$ cat src/rtl/mvm_params.svh
/* MVM engine sizes and latencies */

`ifndef MVM_PARAMS_SVH
`define MVM_PARAMS_SVH

`define MVM_LANES         4
`define MVM_ELEMS         8
`define MVM_ELEM_W        16
`define MVM_ACC_W         32
`define MVM_DATA_W        128  // Elements times element width, lanes times result width.

`define MVM_ADDR_W        6    // Instruction, weight and accumulator memories.
`define MVM_MEM_DEPTH     64

`define MVM_FIFO_AW       4
`define MVM_FIFO_DEPTH    16

`define MVM_LANE_LATENCY  4    // Cycles from issue to lane result.

`define MVM_TUSER_W       32
`define MVM_TID_W         8

`endif
$ cat src/rtl/mvm_pkg.sv
/* MVM engine types */

`include "mvm_params.svh"

package mvm_pkg;

// Stream id carried on rx_tid.
typedef enum logic [`MVM_TID_W-1:0] {
	ID_INST   = 8'd0,
	ID_REDUCE = 8'd1,
	ID_INPUT  = 8'd2,
	ID_WEIGHT = 8'd3,
	ID_EXEC   = 8'd4
} stream_id_e;

// Instruction word, held in the low bits of a data beat.
typedef struct packed {
	logic [`MVM_ADDR_W-1:0] rf_addr;
	logic [`MVM_ADDR_W-1:0] accum_addr;
	logic                   last;    // Pops the input queue.
	logic                   accum;   // Adds the old accumulator word.
	logic                   reduce;  // Adds the reduction head.
	logic                   en;
} inst_t;

endpackage

$ cat src/rtl/mvm_issue_if.sv
/* Instruction issue bundle */

`timescale 1ns/100ps

`include "mvm_params.svh"

interface mvm_issue_if;

logic                   valid;        // One cycle per issued instruction.
logic [`MVM_ADDR_W-1:0] rf_addr;
logic [`MVM_ADDR_W-1:0] accum_addr;
logic                   accum;
logic                   reduce;
logic [`MVM_DATA_W-1:0] vector;       // Input queue head.
logic [`MVM_DATA_W-1:0] reduce_data;  // Zero unless a reduction word is taken.

modport seq (
	output valid, rf_addr, accum_addr, accum, reduce, vector, reduce_data
);

modport sink (
	input valid, rf_addr, accum_addr, accum, reduce, vector, reduce_data
);

endinterface

$ cat src/rtl/mvm_sequencer.sv
/* Instruction sequencer */

`timescale 1ns/100ps

`include "mvm_params.svh"

module mvm_sequencer (
	input  logic                     clk,
	input  logic                     rst,
	input  logic                     inst_wen,
	input  logic [`MVM_ADDR_W-1:0]   waddr,
	input  mvm_pkg::inst_t           wdata,
	input  logic                     exec,
	input  logic [`MVM_ADDR_W-1:0]   exec_addr,
	input  logic [`MVM_DATA_W-1:0]   in_head,
	input  logic [`MVM_DATA_W-1:0]   red_head,
	input  logic                     red_empty,
	output logic                     in_pop,
	output logic                     red_pop,
	mvm_issue_if.seq                 issue
);

logic [$bits(mvm_pkg::inst_t)-1:0] inst_rdata;
mvm_pkg::inst_t                    inst;
logic                              exec_d;
logic                              fire;
logic                              take_red;

mvm_ram #(
	.DATA_W($bits(mvm_pkg::inst_t)),
	.ADDR_W(`MVM_ADDR_W)
) u_inst_mem (
	.clk   (clk),
	.wen   (inst_wen),
	.waddr (waddr),
	.wdata (wdata),
	.raddr (exec_addr),
	.rdata (inst_rdata)
);

// Exec strobe lines up with the registered memory read.
always_ff @(posedge clk) begin
	if (rst) begin
		exec_d <= 1'b0;
	end else begin
		exec_d <= exec;
	end
end

assign inst     = mvm_pkg::inst_t'(inst_rdata);
assign fire     = exec_d && inst.en;
assign take_red = inst.reduce && !red_empty;

assign issue.valid       = fire;
assign issue.rf_addr     = inst.rf_addr;
assign issue.accum_addr  = inst.accum_addr;
assign issue.accum       = inst.accum;
assign issue.reduce      = inst.reduce;
assign issue.vector      = in_head;
assign issue.reduce_data = take_red ? red_head : '0;  // Empty queue adds zero.

// Input vector stays at the head until a last instruction.
assign in_pop  = fire && inst.last;
assign red_pop = fire && take_red;

endmodule

$ cat src/rtl/mvm_ram.sv
/* Simple dual-port memory */

`timescale 1ns/100ps

module mvm_ram #(
	parameter int DATA_W = 32,
	parameter int ADDR_W = 6
) (
	input  logic              clk,
	input  logic              wen,
	input  logic [ADDR_W-1:0] waddr,
	input  logic [DATA_W-1:0] wdata,
	input  logic [ADDR_W-1:0] raddr,
	output logic [DATA_W-1:0] rdata
);

logic [DATA_W-1:0] mem [1 << ADDR_W];

// Read returns the old word on a same-address write.
always_ff @(posedge clk) begin
	if (wen) begin
		mem[waddr] <= wdata;
	end
	rdata <= mem[raddr];
end

endmodule

$ cat src/flat_wrapper.sv
// flat-port wrapper written by rule: the top's interface ports become plain ports
module mvm_sequencer_flat 
  (clk, rst, inst_wen, waddr, wdata, exec, exec_addr, in_head, red_head, red_empty, in_pop, red_pop, issue_valid, issue_rf_addr, issue_accum_addr, issue_accum, issue_reduce, issue_vector, issue_reduce_data);
  mvm_issue_if issue_i ();
  input  logic clk;
  input  logic rst;
  input  logic inst_wen;
  input  logic [`MVM_ADDR_W-1:0] waddr;
  input  mvm_pkg::inst_t wdata;
  input  logic exec;
  input  logic [`MVM_ADDR_W-1:0] exec_addr;
  input  logic [`MVM_DATA_W-1:0] in_head;
  input  logic [`MVM_DATA_W-1:0] red_head;
  input  logic red_empty;
  output logic in_pop;
  output logic red_pop;
  output wire logic [$bits(issue_i.valid)-1:0] issue_valid;
  output wire logic [$bits(issue_i.rf_addr)-1:0] issue_rf_addr;
  output wire logic [$bits(issue_i.accum_addr)-1:0] issue_accum_addr;
  output wire logic [$bits(issue_i.accum)-1:0] issue_accum;
  output wire logic [$bits(issue_i.reduce)-1:0] issue_reduce;
  output wire logic [$bits(issue_i.vector)-1:0] issue_vector;
  output wire logic [$bits(issue_i.reduce_data)-1:0] issue_reduce_data;
  assign issue_valid = issue_i.valid;
  assign issue_rf_addr = issue_i.rf_addr;
  assign issue_accum_addr = issue_i.accum_addr;
  assign issue_accum = issue_i.accum;
  assign issue_reduce = issue_i.reduce;
  assign issue_vector = issue_i.vector;
  assign issue_reduce_data = issue_i.reduce_data;
  mvm_sequencer u_core (.clk(clk), .rst(rst), .inst_wen(inst_wen), .waddr(waddr), .wdata(wdata), .exec(exec), .exec_addr(exec_addr), .in_head(in_head), .red_head(red_head), .red_empty(red_empty), .in_pop(in_pop), .red_pop(red_pop), .issue(issue_i));
endmodule
$ cat config.mk
export PLATFORM = sky130hd
export DESIGN_NAME = mvm_sequencer_flat
export DESIGN_NICKNAME = d
export VERILOG_FILES = /design/src/rtl/mvm_pkg.sv /design/src/rtl/mvm_issue_if.sv /design/src/rtl/mvm_sequencer.sv /design/src/rtl/mvm_ram.sv /design/src/flat_wrapper.sv
export VERILOG_INCLUDE_DIRS = /design/src /design/src/rtl
export SDC_FILE = /design/constraint.sdc
export NUM_CORES = 1
export LEC_CHECK = 0
export BUFFER_PORTS_ARGS = -buffer_cell sky130_fd_sc_hd__buf_2
export CORE_MARGIN = 2
export CORE_UTILIZATION = 45
export DETAILED_ROUTE_END_ITERATION = 10
export GPL_TIMING_DRIVEN = 0
export MAX_ROUTING_LAYER = met4
export PLACE_DENSITY = 0.69
export SLEW_MARGIN = 20
export SYNTH_ARGS = -nofsm -noshare
export SYNTH_HDL_FRONTEND = slang
export SYNTH_SLANG_ARGS = --single-unit
$ cat constraint.sdc
create_clock -name clk -period 3.4 [get_ports clk]
set_clock_uncertainty 0.05 [all_clocks]
set_input_delay 0.51 -clock clk [delete_from_list [all_inputs] [get_ports clk]]
set_output_delay 0.51 -clock clk [all_outputs]
set_load 0.005 [all_outputs]
==> impl_metrics.env <==
export IMPL_cts_resized=1
export IMPL_grt_overflow=0
export IMPL_crit_path_end="issue_reduce_data[76]"
export IMPL_fin_nets=2972
export IMPL_fin_cells=4042
export IMPL_async_flop_share=0
export IMPL_min_period_ns=3.188
export IMPL_synth_edff_count=1024
export IMPL_crit_required_ns=2.84
export IMPL_area_growth_pct=19.31
export IMPL_antenna_found_initial=46
export IMPL_path_class="reg2out"
export IMPL_dp_cells=3825
export IMPL_start_util=0.4548
export IMPL_crit_slowest_cell="and2_1"
export IMPL_gp_congestion=1.105
export IMPL_drt_iter0_drc=3693
export IMPL_max_freq_ghz=0.3137
export IMPL_cpPeakStageDelay_ns=0.50
export IMPL_final_layout_size_suffix_gt1_frac=0.4113
export IMPL_port_buffer_count=426
export IMPL_clkTransAtPathRegs_ns=0.06
export IMPL_grt_pass1_wl_um=194500
export IMPL_endpoint_kind="output port"
export IMPL_clockBufferDepth=3
export IMPL_synth_seq_cells=1041
export IMPL_detail_route_antenna_nets=0
export IMPL_tightest_slew_ns=1.185
export IMPL_fp_dieArea_um2=95370
export IMPL_vias=24030
export IMPL_dieWidth_um=308.8
export IMPL_fp_row_count=111
export IMPL_cpLargestDelayFamily="buffers and inverters"
export IMPL_root_buffer="clkbuf_16"
export IMPL_critical_path_depth=5
export IMPL_clock_sinks=1041
export IMPL_peakVddDrop_v=0.0004847
export IMPL_powerDensity_nw_per_um2=551.0
export IMPL_yosysMostFrequentCell="edfxtp_1"
export IMPL_ff2ff_path_depth=5
export IMPL_hold_viol=0
export IMPL_htreeDepth=3
export IMPL_relSlewSlack=0.2098
export IMPL_via_per_inst=5.946
export IMPL_ios=562
export IMPL_worstHoldStart="rst"
export IMPL_routed_wl_um=145900
export IMPL_timing_rr_end="u_core.u_inst_mem.rdata[10]$_DFF_P_"
export IMPL_synth_area_leader_cell="edfxtp_1"
export IMPL_arrival_ns=2.63
export IMPL_netlist_area_um2=41810
export IMPL_slew_viol_final=0
export IMPL_cts_buffers=100
export IMPL_synthFlopType="edfxtp_1"
export IMPL_post_route_util=0.5426
export IMPL_cp_cell_sequence="nor2b_1 -> clkbuf_2 -> clkbuf_1 -> and2_1 -> buf_2"
export IMPL_grt_use_total=0.3120
export IMPL_nFillCells=7095
export IMPL_synth_avg_cell_area_um2=19.95
export IMPL_status="finished, final reports clean"
export IMPL_synth_seq_area_share=0.7436
export IMPL_rr_startpoint="u_core.u_inst_mem.mem[19][10]$_DFFE_PP_"
export IMPL_critPathMaxFanout=10
export IMPL_critPathBufInv=3
export IMPL_dpl_hpwl_um=109600
export IMPL_dr_pass1_iters=6
export IMPL_synth_common_cells="1024 x edfxtp_1, 225 x mux4_2, 157 x buf_4"
export IMPL_rrSetupSlack_ns=1.03
export IMPL_worstSkewPairLatency_ns=0.66
export IMPL_core_area_um2=91940
export IMPL_yosys_warnings=0
export IMPL_yosysUniqueCellTypes=46
export IMPL_cts_tree="done"
export IMPL_syn_inst=2096
export IMPL_hold_buffers=0
export IMPL_setup_viol=0
export IMPL_synth_top_cell_area_share=0.7354
export IMPL_rsz0062_at_grt="no"
export IMPL_start_kind="flip-flop"
export IMPL_syn_nets=2385
export IMPL_grt_pass1_vias=23490
export IMPL_wire_per_inst_um=36.10
export IMPL_maxCapViolCount=0
export IMPL_drcViolationCount=0
export IMPL_leakage_nw=17.25
export IMPL_die_h_um=308.8
export IMPL_synth_area_leaders="edfxtp_1 74%, mux4_2 12%, buf_4 2.8%, mux2i_1 2.5%, and2_1 2.0%"
export IMPL_min_period_over_period=0.9377
export IMPL_hold_path_class="in2reg"
export IMPL_postCtsSetupBuffers=0
export IMPL_grt_max_degree=65
export IMPL_critPathLaunch="u_core.u_inst_mem.rdata[1]$_DFF_P_"
-- layout make-up --
class,count,area [µm²],area share
flip-flops and latches,1041,31090,0.6232
multi-input cells,799,9270,0.1858
repair buffers,487,2988,0.05989
clock buffers,127,2665,0.05342
plain buffers,252,1640,0.03288
well taps,1243,1555,0.03118
clock inverters,61,594.3,0.01191
diodes,30,75.07,0.001505
inverters,2,7.507,0.0001505
-- worst min path at each step --
| stage | end | slack (ns) | cells after the start |
|---|---|---|---|
| after floorplan | u_core.exec_d$_SDFF_PP0_ | 0.53 | 1 |
| after global placement | u_core.exec_d$_SDFF_PP0_ | 0.69 | 2 |
| after detailed placement | u_core.exec_d$_SDFF_PP0_ | 0.68 | 2 |
| after CTS | u_core.exec_d$_SDFF_PP0_ | 0.006 | 2 |
| after global routing | u_core.exec_d$_SDFF_PP0_ | 0.01 | 2 |
| final | u_core.exec_d$_SDFF_PP0_ | 0.03 | 2 |
-- metrics by stage --
stage | cell area (µm²) | power (mW) | TNS [ns] | hold slack, ns | setup slack, ns
after floorplan | 41810 | 15.48 | 0 | 0.5316 | 0.7791
after CTS | 49770 | 27.55 | 0 | 0.005740 | 0.03391
final | 49890 | 27.49 | 0 | 0.02957 | 0.2117
after detailed placement | 46500 | 16.70 | -6.474 | 0.6833 | -0.5926
after global routing | 49880 | 28.14 | 0 | 0.01358 | 0.09657
after global placement | 45500 | 16.63 | -42.18 | 0.6868 | -0.6905
-- layout by cell type, fill, tap and decap left out, drive strengths merged, types with 11 or more instances in the layout --
master,synthesis,final
edfxtp,1024,1024
buf,207,692
mux4,228,228
clkbuf,47,173
and2,134,134
mux2i,104,104
nor2,73,73
a22oi,50,50
clkinv,0,45
nand2,31,31
diode,0,30
nand3,24,24
dfxtp,17,17
nor2b,14,14
o22ai,14,14
o21ai,14,14
mux2,11,11
-- layer usage --
metal	vias to the layer above	share of wire	wire (µm)	global-route usage
met2	1647	0.48	70600	0.4946
met3	278	0.10	15310	0.07050
met4	0	0.050	7266	0.1360
met1	12520	0.36	52740	0.3880
met5	-	0	0	-
li1	9585	-	-	-
-- kinds of logic after synthesis --
logic type,synth area share
muxes,0.1509
and+or+nand+nor,0.04216
DFF,0.7436
buffers and inverters,0.03938
AOI/OAI and AO/OA,0.02394
-- worst reg2reg max path, stage by stage, from the launching register on --
cell	delay [ns]
edfxtp_1	0.36
mux4_2	0.52
mux4_2	0.51
o22ai_1	0.33
a211oi_1	0.21
a31o_1	0.27
-- sequential cells by signal, summed over array words and instances (netlist names) --
register	flops
u_core.exec_d	1
u_core.u_inst_mem.rdata	16
u_core.u_inst_mem.mem	1024
-- where the power goes --
part	internal [mW]	switching, mW	total [mW]	leakage [nW]
clock	6.32	4.71	11.0	1.59
combinational	0.826	1.39	2.22	6.30
sequential	14.2	0.0317	14.2	9.36
total	21.4	6.13	27.5	17.2
No activity file was read; power rests on OpenSTA's default activity.
