## config.mk

```make
export PLATFORM = sky130hd
export DESIGN_NAME = mvm_ingress
export DESIGN_NICKNAME = d
export VERILOG_FILES = /design/src/rtl/mvm_pkg.sv /design/src/rtl/mvm_ingress.sv
export VERILOG_INCLUDE_DIRS = /design/src /design/src/rtl
export SDC_FILE = /design/constraint.sdc
export NUM_CORES = 1
export LEC_CHECK = 0
export BUFFER_PORTS_ARGS = -buffer_cell sky130_fd_sc_hd__buf_4
export CAP_MARGIN = 20
export CORE_MARGIN = 5
export CORE_UTILIZATION = 27
export DETAILED_ROUTE_END_ITERATION = 10
export PLACE_DENSITY_LB_ADDON = 0.3
export REMOVE_ABC_BUFFERS = 1
export SLEW_MARGIN = 20
export SYNTH_ARGS = -nofsm -noshare
export SYNTH_HDL_FRONTEND = slang
export SYNTH_SLANG_ARGS = --single-unit
```

## constraint.sdc

```tcl
create_clock -name clk -period 2.3 [get_ports clk]
set_clock_uncertainty 0.1 [all_clocks]
set_input_delay 0.575 -clock clk [delete_from_list [all_inputs] [get_ports clk]]
set_output_delay 0.575 -clock clk [all_outputs]
set_load 0.005 [all_outputs]
```

## src/rtl/mvm_params.svh

```systemverilog
/* MVM engine sizes and latencies */

`ifndef MVM_PARAMS_SVH
`define MVM_PARAMS_SVH

`define MVM_LANES         4
`define MVM_ELEMS         8
`define MVM_ELEM_W        16
`define MVM_ACC_W         32
`define MVM_DATA_W        128  // Elements times element width, lanes times result width.

`define MVM_ADDR_W        6    // Instruction, weight and accumulator memories.
`define MVM_MEM_DEPTH     64

`define MVM_FIFO_AW       4
`define MVM_FIFO_DEPTH    16

`define MVM_LANE_LATENCY  4    // Cycles from issue to lane result.

`define MVM_TUSER_W       32
`define MVM_TID_W         8

`endif
```

## src/rtl/mvm_pkg.sv

```systemverilog
/* MVM engine types */

`include "mvm_params.svh"

package mvm_pkg;

// Stream id carried on rx_tid.
typedef enum logic [`MVM_TID_W-1:0] {
	ID_INST   = 8'd0,
	ID_REDUCE = 8'd1,
	ID_INPUT  = 8'd2,
	ID_WEIGHT = 8'd3,
	ID_EXEC   = 8'd4
} stream_id_e;

// Instruction word, held in the low bits of a data beat.
typedef struct packed {
	logic [`MVM_ADDR_W-1:0] rf_addr;
	logic [`MVM_ADDR_W-1:0] accum_addr;
	logic                   last;    // Pops the input queue.
	logic                   accum;   // Adds the old accumulator word.
	logic                   reduce;  // Adds the reduction head.
	logic                   en;
} inst_t;

endpackage

```

## src/rtl/mvm_ingress.sv

```systemverilog
/* Stream beat decoder */

`timescale 1ns/100ps

`include "mvm_params.svh"

module mvm_ingress (
	input  logic                     clk,
	input  logic                     rst,
	input  logic                     rx_tvalid,
	input  logic [`MVM_TID_W-1:0]    rx_tid,
	input  logic [`MVM_TUSER_W-1:0]  rx_tuser,
	input  logic                     in_full,
	input  logic                     red_full,
	input  logic [`MVM_FIFO_AW:0]    out_count,
	output logic                     rx_tready,
	output logic                     inst_wen,
	output logic [`MVM_LANES-1:0]    weight_wen,
	output logic [`MVM_ADDR_W-1:0]   waddr,
	output logic                     input_push,
	output logic                     reduce_push,
	output logic                     exec,
	output logic [`MVM_ADDR_W-1:0]   exec_addr
);

logic               accept;
logic               exec_hit;
mvm_pkg::stream_id_e id;

// Output queue keeps room for every result still in the lanes.
assign rx_tready = !in_full && !red_full &&
	(out_count < (`MVM_FIFO_DEPTH - `MVM_LANE_LATENCY - 2));

assign accept = rx_tvalid && rx_tready;
assign id     = mvm_pkg::stream_id_e'(rx_tid);
assign waddr  = rx_tuser[`MVM_ADDR_W-1:0];

always_comb begin
	inst_wen    = 1'b0;
	weight_wen  = '0;
	input_push  = 1'b0;
	reduce_push = 1'b0;
	exec_hit    = 1'b0;
	if (accept) begin
		case (id)
			mvm_pkg::ID_INST:   inst_wen    = 1'b1;
			mvm_pkg::ID_REDUCE: reduce_push = 1'b1;
			mvm_pkg::ID_INPUT:  input_push  = 1'b1;
			mvm_pkg::ID_WEIGHT: weight_wen  = rx_tuser[`MVM_ADDR_W +: `MVM_LANES];
			mvm_pkg::ID_EXEC:   exec_hit    = 1'b1;
			default:            ;                      // Unknown ids are dropped.
		endcase
	end
end

always_ff @(posedge clk) begin
	if (rst) begin
		exec <= 1'b0;
	end else begin
		exec <= exec_hit;
	end
end

always_ff @(posedge clk) begin
	if (exec_hit) begin
		exec_addr <= waddr;
	end
end

endmodule

```

==> reports/summary.txt, run 1 <==
status = complete, no violations
first-pass iteration count of the detailed router = 4
final slew viol count = 0
P_int = 0.0002438 W
post-synth cell types = 17
Filler cells = 121
Top Usage Layer GRT = met2
die extent in y = 48.27 µm
crit path launch type = primary input
unrepaired setup endpoints after global routing = false
Clock Sinks = 7
CP arrival = 1590 ps
Starting Density = 29.29%
Fmax = 441.8 MHz
worst path bufs/invs = 2
Synth Area in Simple Gates = 35.76%
Rows = 13
die area = 2330 µm²
vias in the first global route = 462
core outline area = 1350 µm²
setup_tns = 0 ps
min Tclk post-route = 2263 ps
Final ANT Viol Nets = 0
post-CTS setup buffer count = 0
CP Depth = 5
CTS tree = yes
H-tree Lvls = 1
CP max stage delay = 320 ps
final period utilization = 98.41%
Placer Congestion = 0.6485
CP required = 1620 ps
Adder-Cell Fraction of Synth Area = 0%
vias after detailed routing = 429
compound-cell area share of the yosys netlist = 1.266%
hold_ws = 384.4 ps
initial antenna violation count = 0
antenna cells = 0
share of the yosys chip area belonging to registers = 50.63%
Cell Chain, Critical Path = buf_4, nor3_1, and4_4, nor3b_2, buf_4
clk root buf = clkbuf_4
Cell Area, Synth = 395.4 µm²
Hold Violations, Final = 0
clock network power share = 35.6%
first-pass GRT wire length = 1794 µm
met3 usage = 4.797%
CP endpoint kind = output pin
wire length per cell = 13.00 µm
hold_sp = rst
final net count = 132
Setup violations, final = 0
Synth area leaders = edfxtp_1, buf_4, and3_1
# DRC = 0
Reg power frac = 45.3%
met2 usage = 18.23%
largest net degree at the start of global routing = 7
Worst Hold Depth = 2
measured slew at the worst slew-check pin = 341.3 ps
CP Class = primary input to output pin
Net Sw Frac = 19.91%
Worst path slowest cell = nor3_1
# Max-Cap Violations = 0
Post-Synth XOR/XNOR Area = 0%
Top Ports = 71
Layout area overhead = 93.99%
syn avg cell area = 11.63 µm²
post-synth top area cell = edfxtp_1
Synth top area share = 45.57%
GR Util met1 = 12.33%
power share of the combinational group = 19.1%
All-Layer GR Usage = 11.98%
Via density = 4.469
delay-heaviest family, CP = simple AND/OR/NAND/NOR gates
maximum VDD drop = 0.1296 mV
Syn. warnings = 0
Iter 0 DRT Violations = 3
post-CTS sizing = 0
Hold WC Path Type = primary input to flop
CTS buffer count = 3
Switch Pwr = 0.00006062 W
critical path peak fanout = 5
CP dominant cell by count = buf_4
layout cells sized above 1 = 69.14%
Clock transition at path regs = 50 ps
Die W = 48.27 µm
cell count after synthesis = 34
hpwl dp = 1126 µm
beginning of the critical path = red_full
CTS max path bufs = 2
post-synthesis mux area share = 0%
main combinational cell family by area after synthesis = simple AND/OR/NAND/NOR gates
leakage = 0.3924 nW
total wire length = 1248 µm
placed insts = 92
power density over the cells = 396.9 nW/µm²
grt total ovfl = 0
slew margin rel. = 77.07%
Yosys reg bits = 7
PortBufs = 47
hold buffers post-CTS = 0
final non-filler cell total = 96
synthesized netlist by cell type (all sizes together):
cell type  count
and3           6
and3b          1
dfxtp          1
buf            6
nand4          1
inv            1
edfxtp         6
nor3b          1
nor4           1
nor2b          1
nor3           2
nor2           3
and4           1
nor4b          1
o21ai          1
and2           1
stage by stage:
| step | cell area [µm²] | util [%] | power [W] | setup WS [ps] |
|---|---|---|---|---|
| after floorplan | 350.3 | - | 0.0001468 | 354.9 |
| after global placement | 737.0 | 54.59 | 0.0001971 | 32.13 |
| after detailed placement | 737.0 | 54.59 | 0.0001985 | 60.25 |
| after CTS | 763.2 | 56.53 | 0.0003093 | 50.48 |
| after global routing | 767.0 | 56.81 | 0.0003231 | 7.171 |
| final | 767.0 | 56.81 | 0.0003044 | 36.56 |
metal layers:
metal,routed length [µm],up-vias
met5,0,-
met4,19,0
met3,195,2
met2,569,37
met1,464,177
li1,-,213
placed cells by master (no fill, tap or decap):
master     n
and4_4     1
inv_1      1
and2_1     1
and3b_1    1
clkbuf_1   1
edfxtp_1   6
and3_1     5
nor4_4     1
dfxtp_1    1
nor2_1     3
buf_4     48
nor3_1     2
o21ai_0    1
nor3b_2    1
nand4_1    1
nor2b_1    1
buf_6      1
nor4b_1    1
and3_2     1
clkbuf_4   3
power by group through the flow:
stage	logic [W]	registers, W	clock network (W)
2_1_floorplan	0.00000648	0.000140	0
3_3_place_gp	0.0000568	0.000140	0
3_5_place_dp	0.0000582	0.000140	0
4_1_cts	0.0000582	0.000138	0.000113
5_1_grt	0.0000633	0.000138	0.000122
6_report	0.0000581	0.000138	0.000108
logic make-up after synthesis:
group / count (synthesis)
simple gates: 19
compound gates: 1
buf+inv: 7
flops: 7
flip-flops by register name (all words and copies together), names as in the netlist:
name	count
exec_addr	6
exec	1
area by class of cell:
cell class / instances / area, µm² / share of cell area [%]
Multi-Input combinational cell: 20 / 146.4 / 19.09
Inverter: 1 / 3.754 / 0.4894
Timing Repair Buffer: 49 / 371.6 / 48.45
Tap cell: 15 / 18.77 / 2.447
Sequential cell: 7 / 200.2 / 26.10
Clock buffer: 4 / 26.28 / 3.426
final timing paths:
path  slack [ps]              end
max           40      reduce_push
min          380  exec$_SDFF_PP0_
No activity file was read; power rests on OpenSTA's default activity.
==> inputs of run 2 (changes only) <==
--- a/config.mk
+++ b/config.mk
@@ -6,10 +6,11 @@
 export SDC_FILE = /design/constraint.sdc
 export NUM_CORES = 1
 export LEC_CHECK = 0
+export ABC_AREA = 1
 export BUFFER_PORTS_ARGS = -buffer_cell sky130_fd_sc_hd__buf_4
 export CAP_MARGIN = 20
 export CORE_MARGIN = 5
-export CORE_UTILIZATION = 27
+export CORE_UTILIZATION = 29
 export DETAILED_ROUTE_END_ITERATION = 10
 export PLACE_DENSITY_LB_ADDON = 0.3
 export REMOVE_ABC_BUFFERS = 1
==> run 2 against run 1 <==
Power is 0.73% higher. Critical path depth is 1 higher. Setup slack better by 170 ps. Die area is 3.6% higher. Count of clock-buffer cells in the layout stayed put. Sequential power hardly changed. Non-clock buffer count is 2 lower. Synthesized area is 12% higher. Cell count is 26% higher. Combinational power is 12% higher. Critical path type unchanged.
==> reports/summary.txt, run 2 <==
CTS tree = yes
post-route core utilization = 54.25%
Starting Density = 30.19%
leakage = 0.4112 nW
largest registers = exec_addr: 6 flops, exec: 1 flops
CP Class = primary input to output pin
slew margin rel. = 68.51%
unrepaired setup endpoints after global routing = false
Net Sw Frac = 20.16%
largest net degree at the start of global routing = 8
Filler cells = 140
# Max-Cap Violations = 0
Clock transition at path regs = 50 ps
maximum VDD drop = 0.1165 mV
# DRC = 0
status = complete, no violations
Die W = 49.14 µm
antenna cells = 0
Most used DFF post-synth = edfxtp_1
Clock Sinks = 7
first-pass iteration count of the detailed router = 4
final period utilization = 91.00%
post-CTS sizing = 0
crit path launch type = primary input
hold_sp = rst
Top Ports = 71
core outline area = 1471 µm²
post-synth cell types = 12
area of the multi-input gates = 161.4 µm²
Fmax = 477.8 MHz
measured slew at the worst slew-check pin = 470.6 ps
hold buffers post-CTS = 0
hpwl dp = 1141 µm
vias after detailed routing = 512
Via density = 4.231
Post-synth top cells = nor2_1, inv_1, nand2_1, buf_4, edfxtp_1
critical path peak fanout = 7
vias in the first global route = 519
post-CTS setup buffer count = 0
storage element area = 200.2 µm²
CP endpoint kind = output pin
Largest register FFs = 6
Final ANT Viol Nets = 0
clock network power share = 33.9%
wire length per cell = 10.27 µm
grt total ovfl = 0
setup_tns = 0 ps
first-pass GRT wire length = 2125 µm
number of enable flip-flop cells after synthesis = 6
final net count = 156
clk root buf = clkbuf_4
final slew viol count = 0
power density over the cells = 384.1 nW/µm²
CTS buffer count = 3
Top reg by flops = exec_addr
layout cells sized above 1 = 50.48%
All-Layer GR Usage = 11.22%
Switch Pwr = 0.00006181 W
CP required = 1620 ps
CTS max path bufs = 2
Synth top area share = 40.56%
Worst Hold Depth = 2
Cell Area, Synth = 444.2 µm²
PortBufs = 47
Placer Congestion = 0.6759
CP arrival = 1420 ps
post-synth top area cell = edfxtp_1
Reg power frac = 45.0%
asr flop ratio synth = 0%
cell count after synthesis = 60
P_int = 0.0002448 W
worst hold endpoint = exec$_SDFF_PP0_
Yosys reg bits = 7
most numerous cell in the Yosys netlist = nor2_1
min Tclk post-route = 2093 ps
Rows = 14
Synth area leaders = edfxtp_1, nor2_1, buf_4
Layout area overhead = 79.72%
share of the yosys chip area belonging to registers = 45.07%
die area = 2414 µm²
die extent in y = 49.14 µm
Hold Violations, Final = 0
Iter 0 DRT Violations = 1
total wire length = 1243 µm
power share of the combinational group = 21.1%
syn avg cell area = 7.403 µm²
initial antenna violation count = 0
commonest non-fill, non-tap cell in the layout = buf_4
Syn. warnings = 0
most frequent cells in the layout = buf_4, nor2_1, inv_1, nand2_1, edfxtp_1
Hold WC Path Type = primary input to flop
Setup violations, final = 0
H-tree Lvls = 1
-- run 2: changes by cell type in the layout (fill, tap and decap cells not counted), moves of 2 or more --
| cell | delta |
|---|---|
| and3_1 | -5 |
| inv_1 | +9 |
| nand2_1 | +10 |
| nand3_1 | +5 |
| nor2_1 | +13 |
| nor2_2 | +2 |
-- run 2: area by class of cell --
cell class                      count  area share, %
Timing Repair Buffer               47          44.20
Multi-Input combinational cell     37          20.22
Clock buffer                        4          3.292
Inverter                           10          4.702
Sequential cell                     7          25.08
Tap cell                           16          2.508
-- run 2: routing by layer --
| layer | up-vias | global-route usage [%] | routed length (µm) |
|---|---|---|---|
| met5 | - | 0 | 0 |
| met4 | 0 | 6.726 | 0 |
| met3 | 0 | 7.339 | 211 |
| met2 | 36 | 17.81 | 606 |
| met1 | 208 | 10.61 | 426 |
| li1 | 268 | - | - |
-- run 2: metrics by stage --
stage / std cells / setup WS, ps / power (W) / area [µm²] / hold WS, ps
2_1_floorplan: 54 / 466.9 / 0.0001542 / 399.1 / 553.9
3_3_place_gp: 117 / 200.1 / 0.0002035 / 772.0 / 642.0
3_5_place_dp: 117 / 186.8 / 0.0002057 / 772.0 / 648.0
4_1_cts: 121 / 186.6 / 0.0003108 / 798.3 / 392.6
5_1_grt: 121 / 105.4 / 0.0003291 / 798.3 / 376.2
6_report: 121 / 207.0 / 0.0003066 / 798.3 / 397.1
-- run 2: worst max-delay path by stage --
stage               startpoint       endpoint  slack [ps]  cells past startpoint
floorplan            rx_tid[3]     input_push         470                      4
global placement     rx_tid[3]       inst_wen         200                      6
detailed placement   rx_tid[3]  weight_wen[0]         190                      6
CTS                  rx_tid[3]  weight_wen[0]         190                      6
global route           in_full  weight_wen[0]         110                      7
finish               rx_tid[3]  weight_wen[0]         210                      6
-- run 2: logic make-up after synthesis --
logic type             Yosys count  share of synthesized area, %
AO/OA/AOI/OAI                    1                         1.126
buffers and inverters           16                         18.59
flip-flops                       7                         45.07
AND/OR/NAND/NOR                 36                         35.21
-- run 2: worst max-delay path, cell delays in order --
cell and delay [ps]:
buf_4 110, or2_1 220, nor2_2 120, nand3_2 150, nor2_1 120, buf_4 120
-- run 2: power groups by stage --
stage	Clock, W	Combinational [W]	Sequential, W
2_1_floorplan	0	0.0000139	0.000140
3_5_place_dp	0	0.0000654	0.000140
5_1_grt	0.000119	0.0000723	0.000138
4_1_cts	0.000107	0.0000656	0.000138
6_report	0.000104	0.0000648	0.000138
3_3_place_gp	0	0.0000632	0.000140
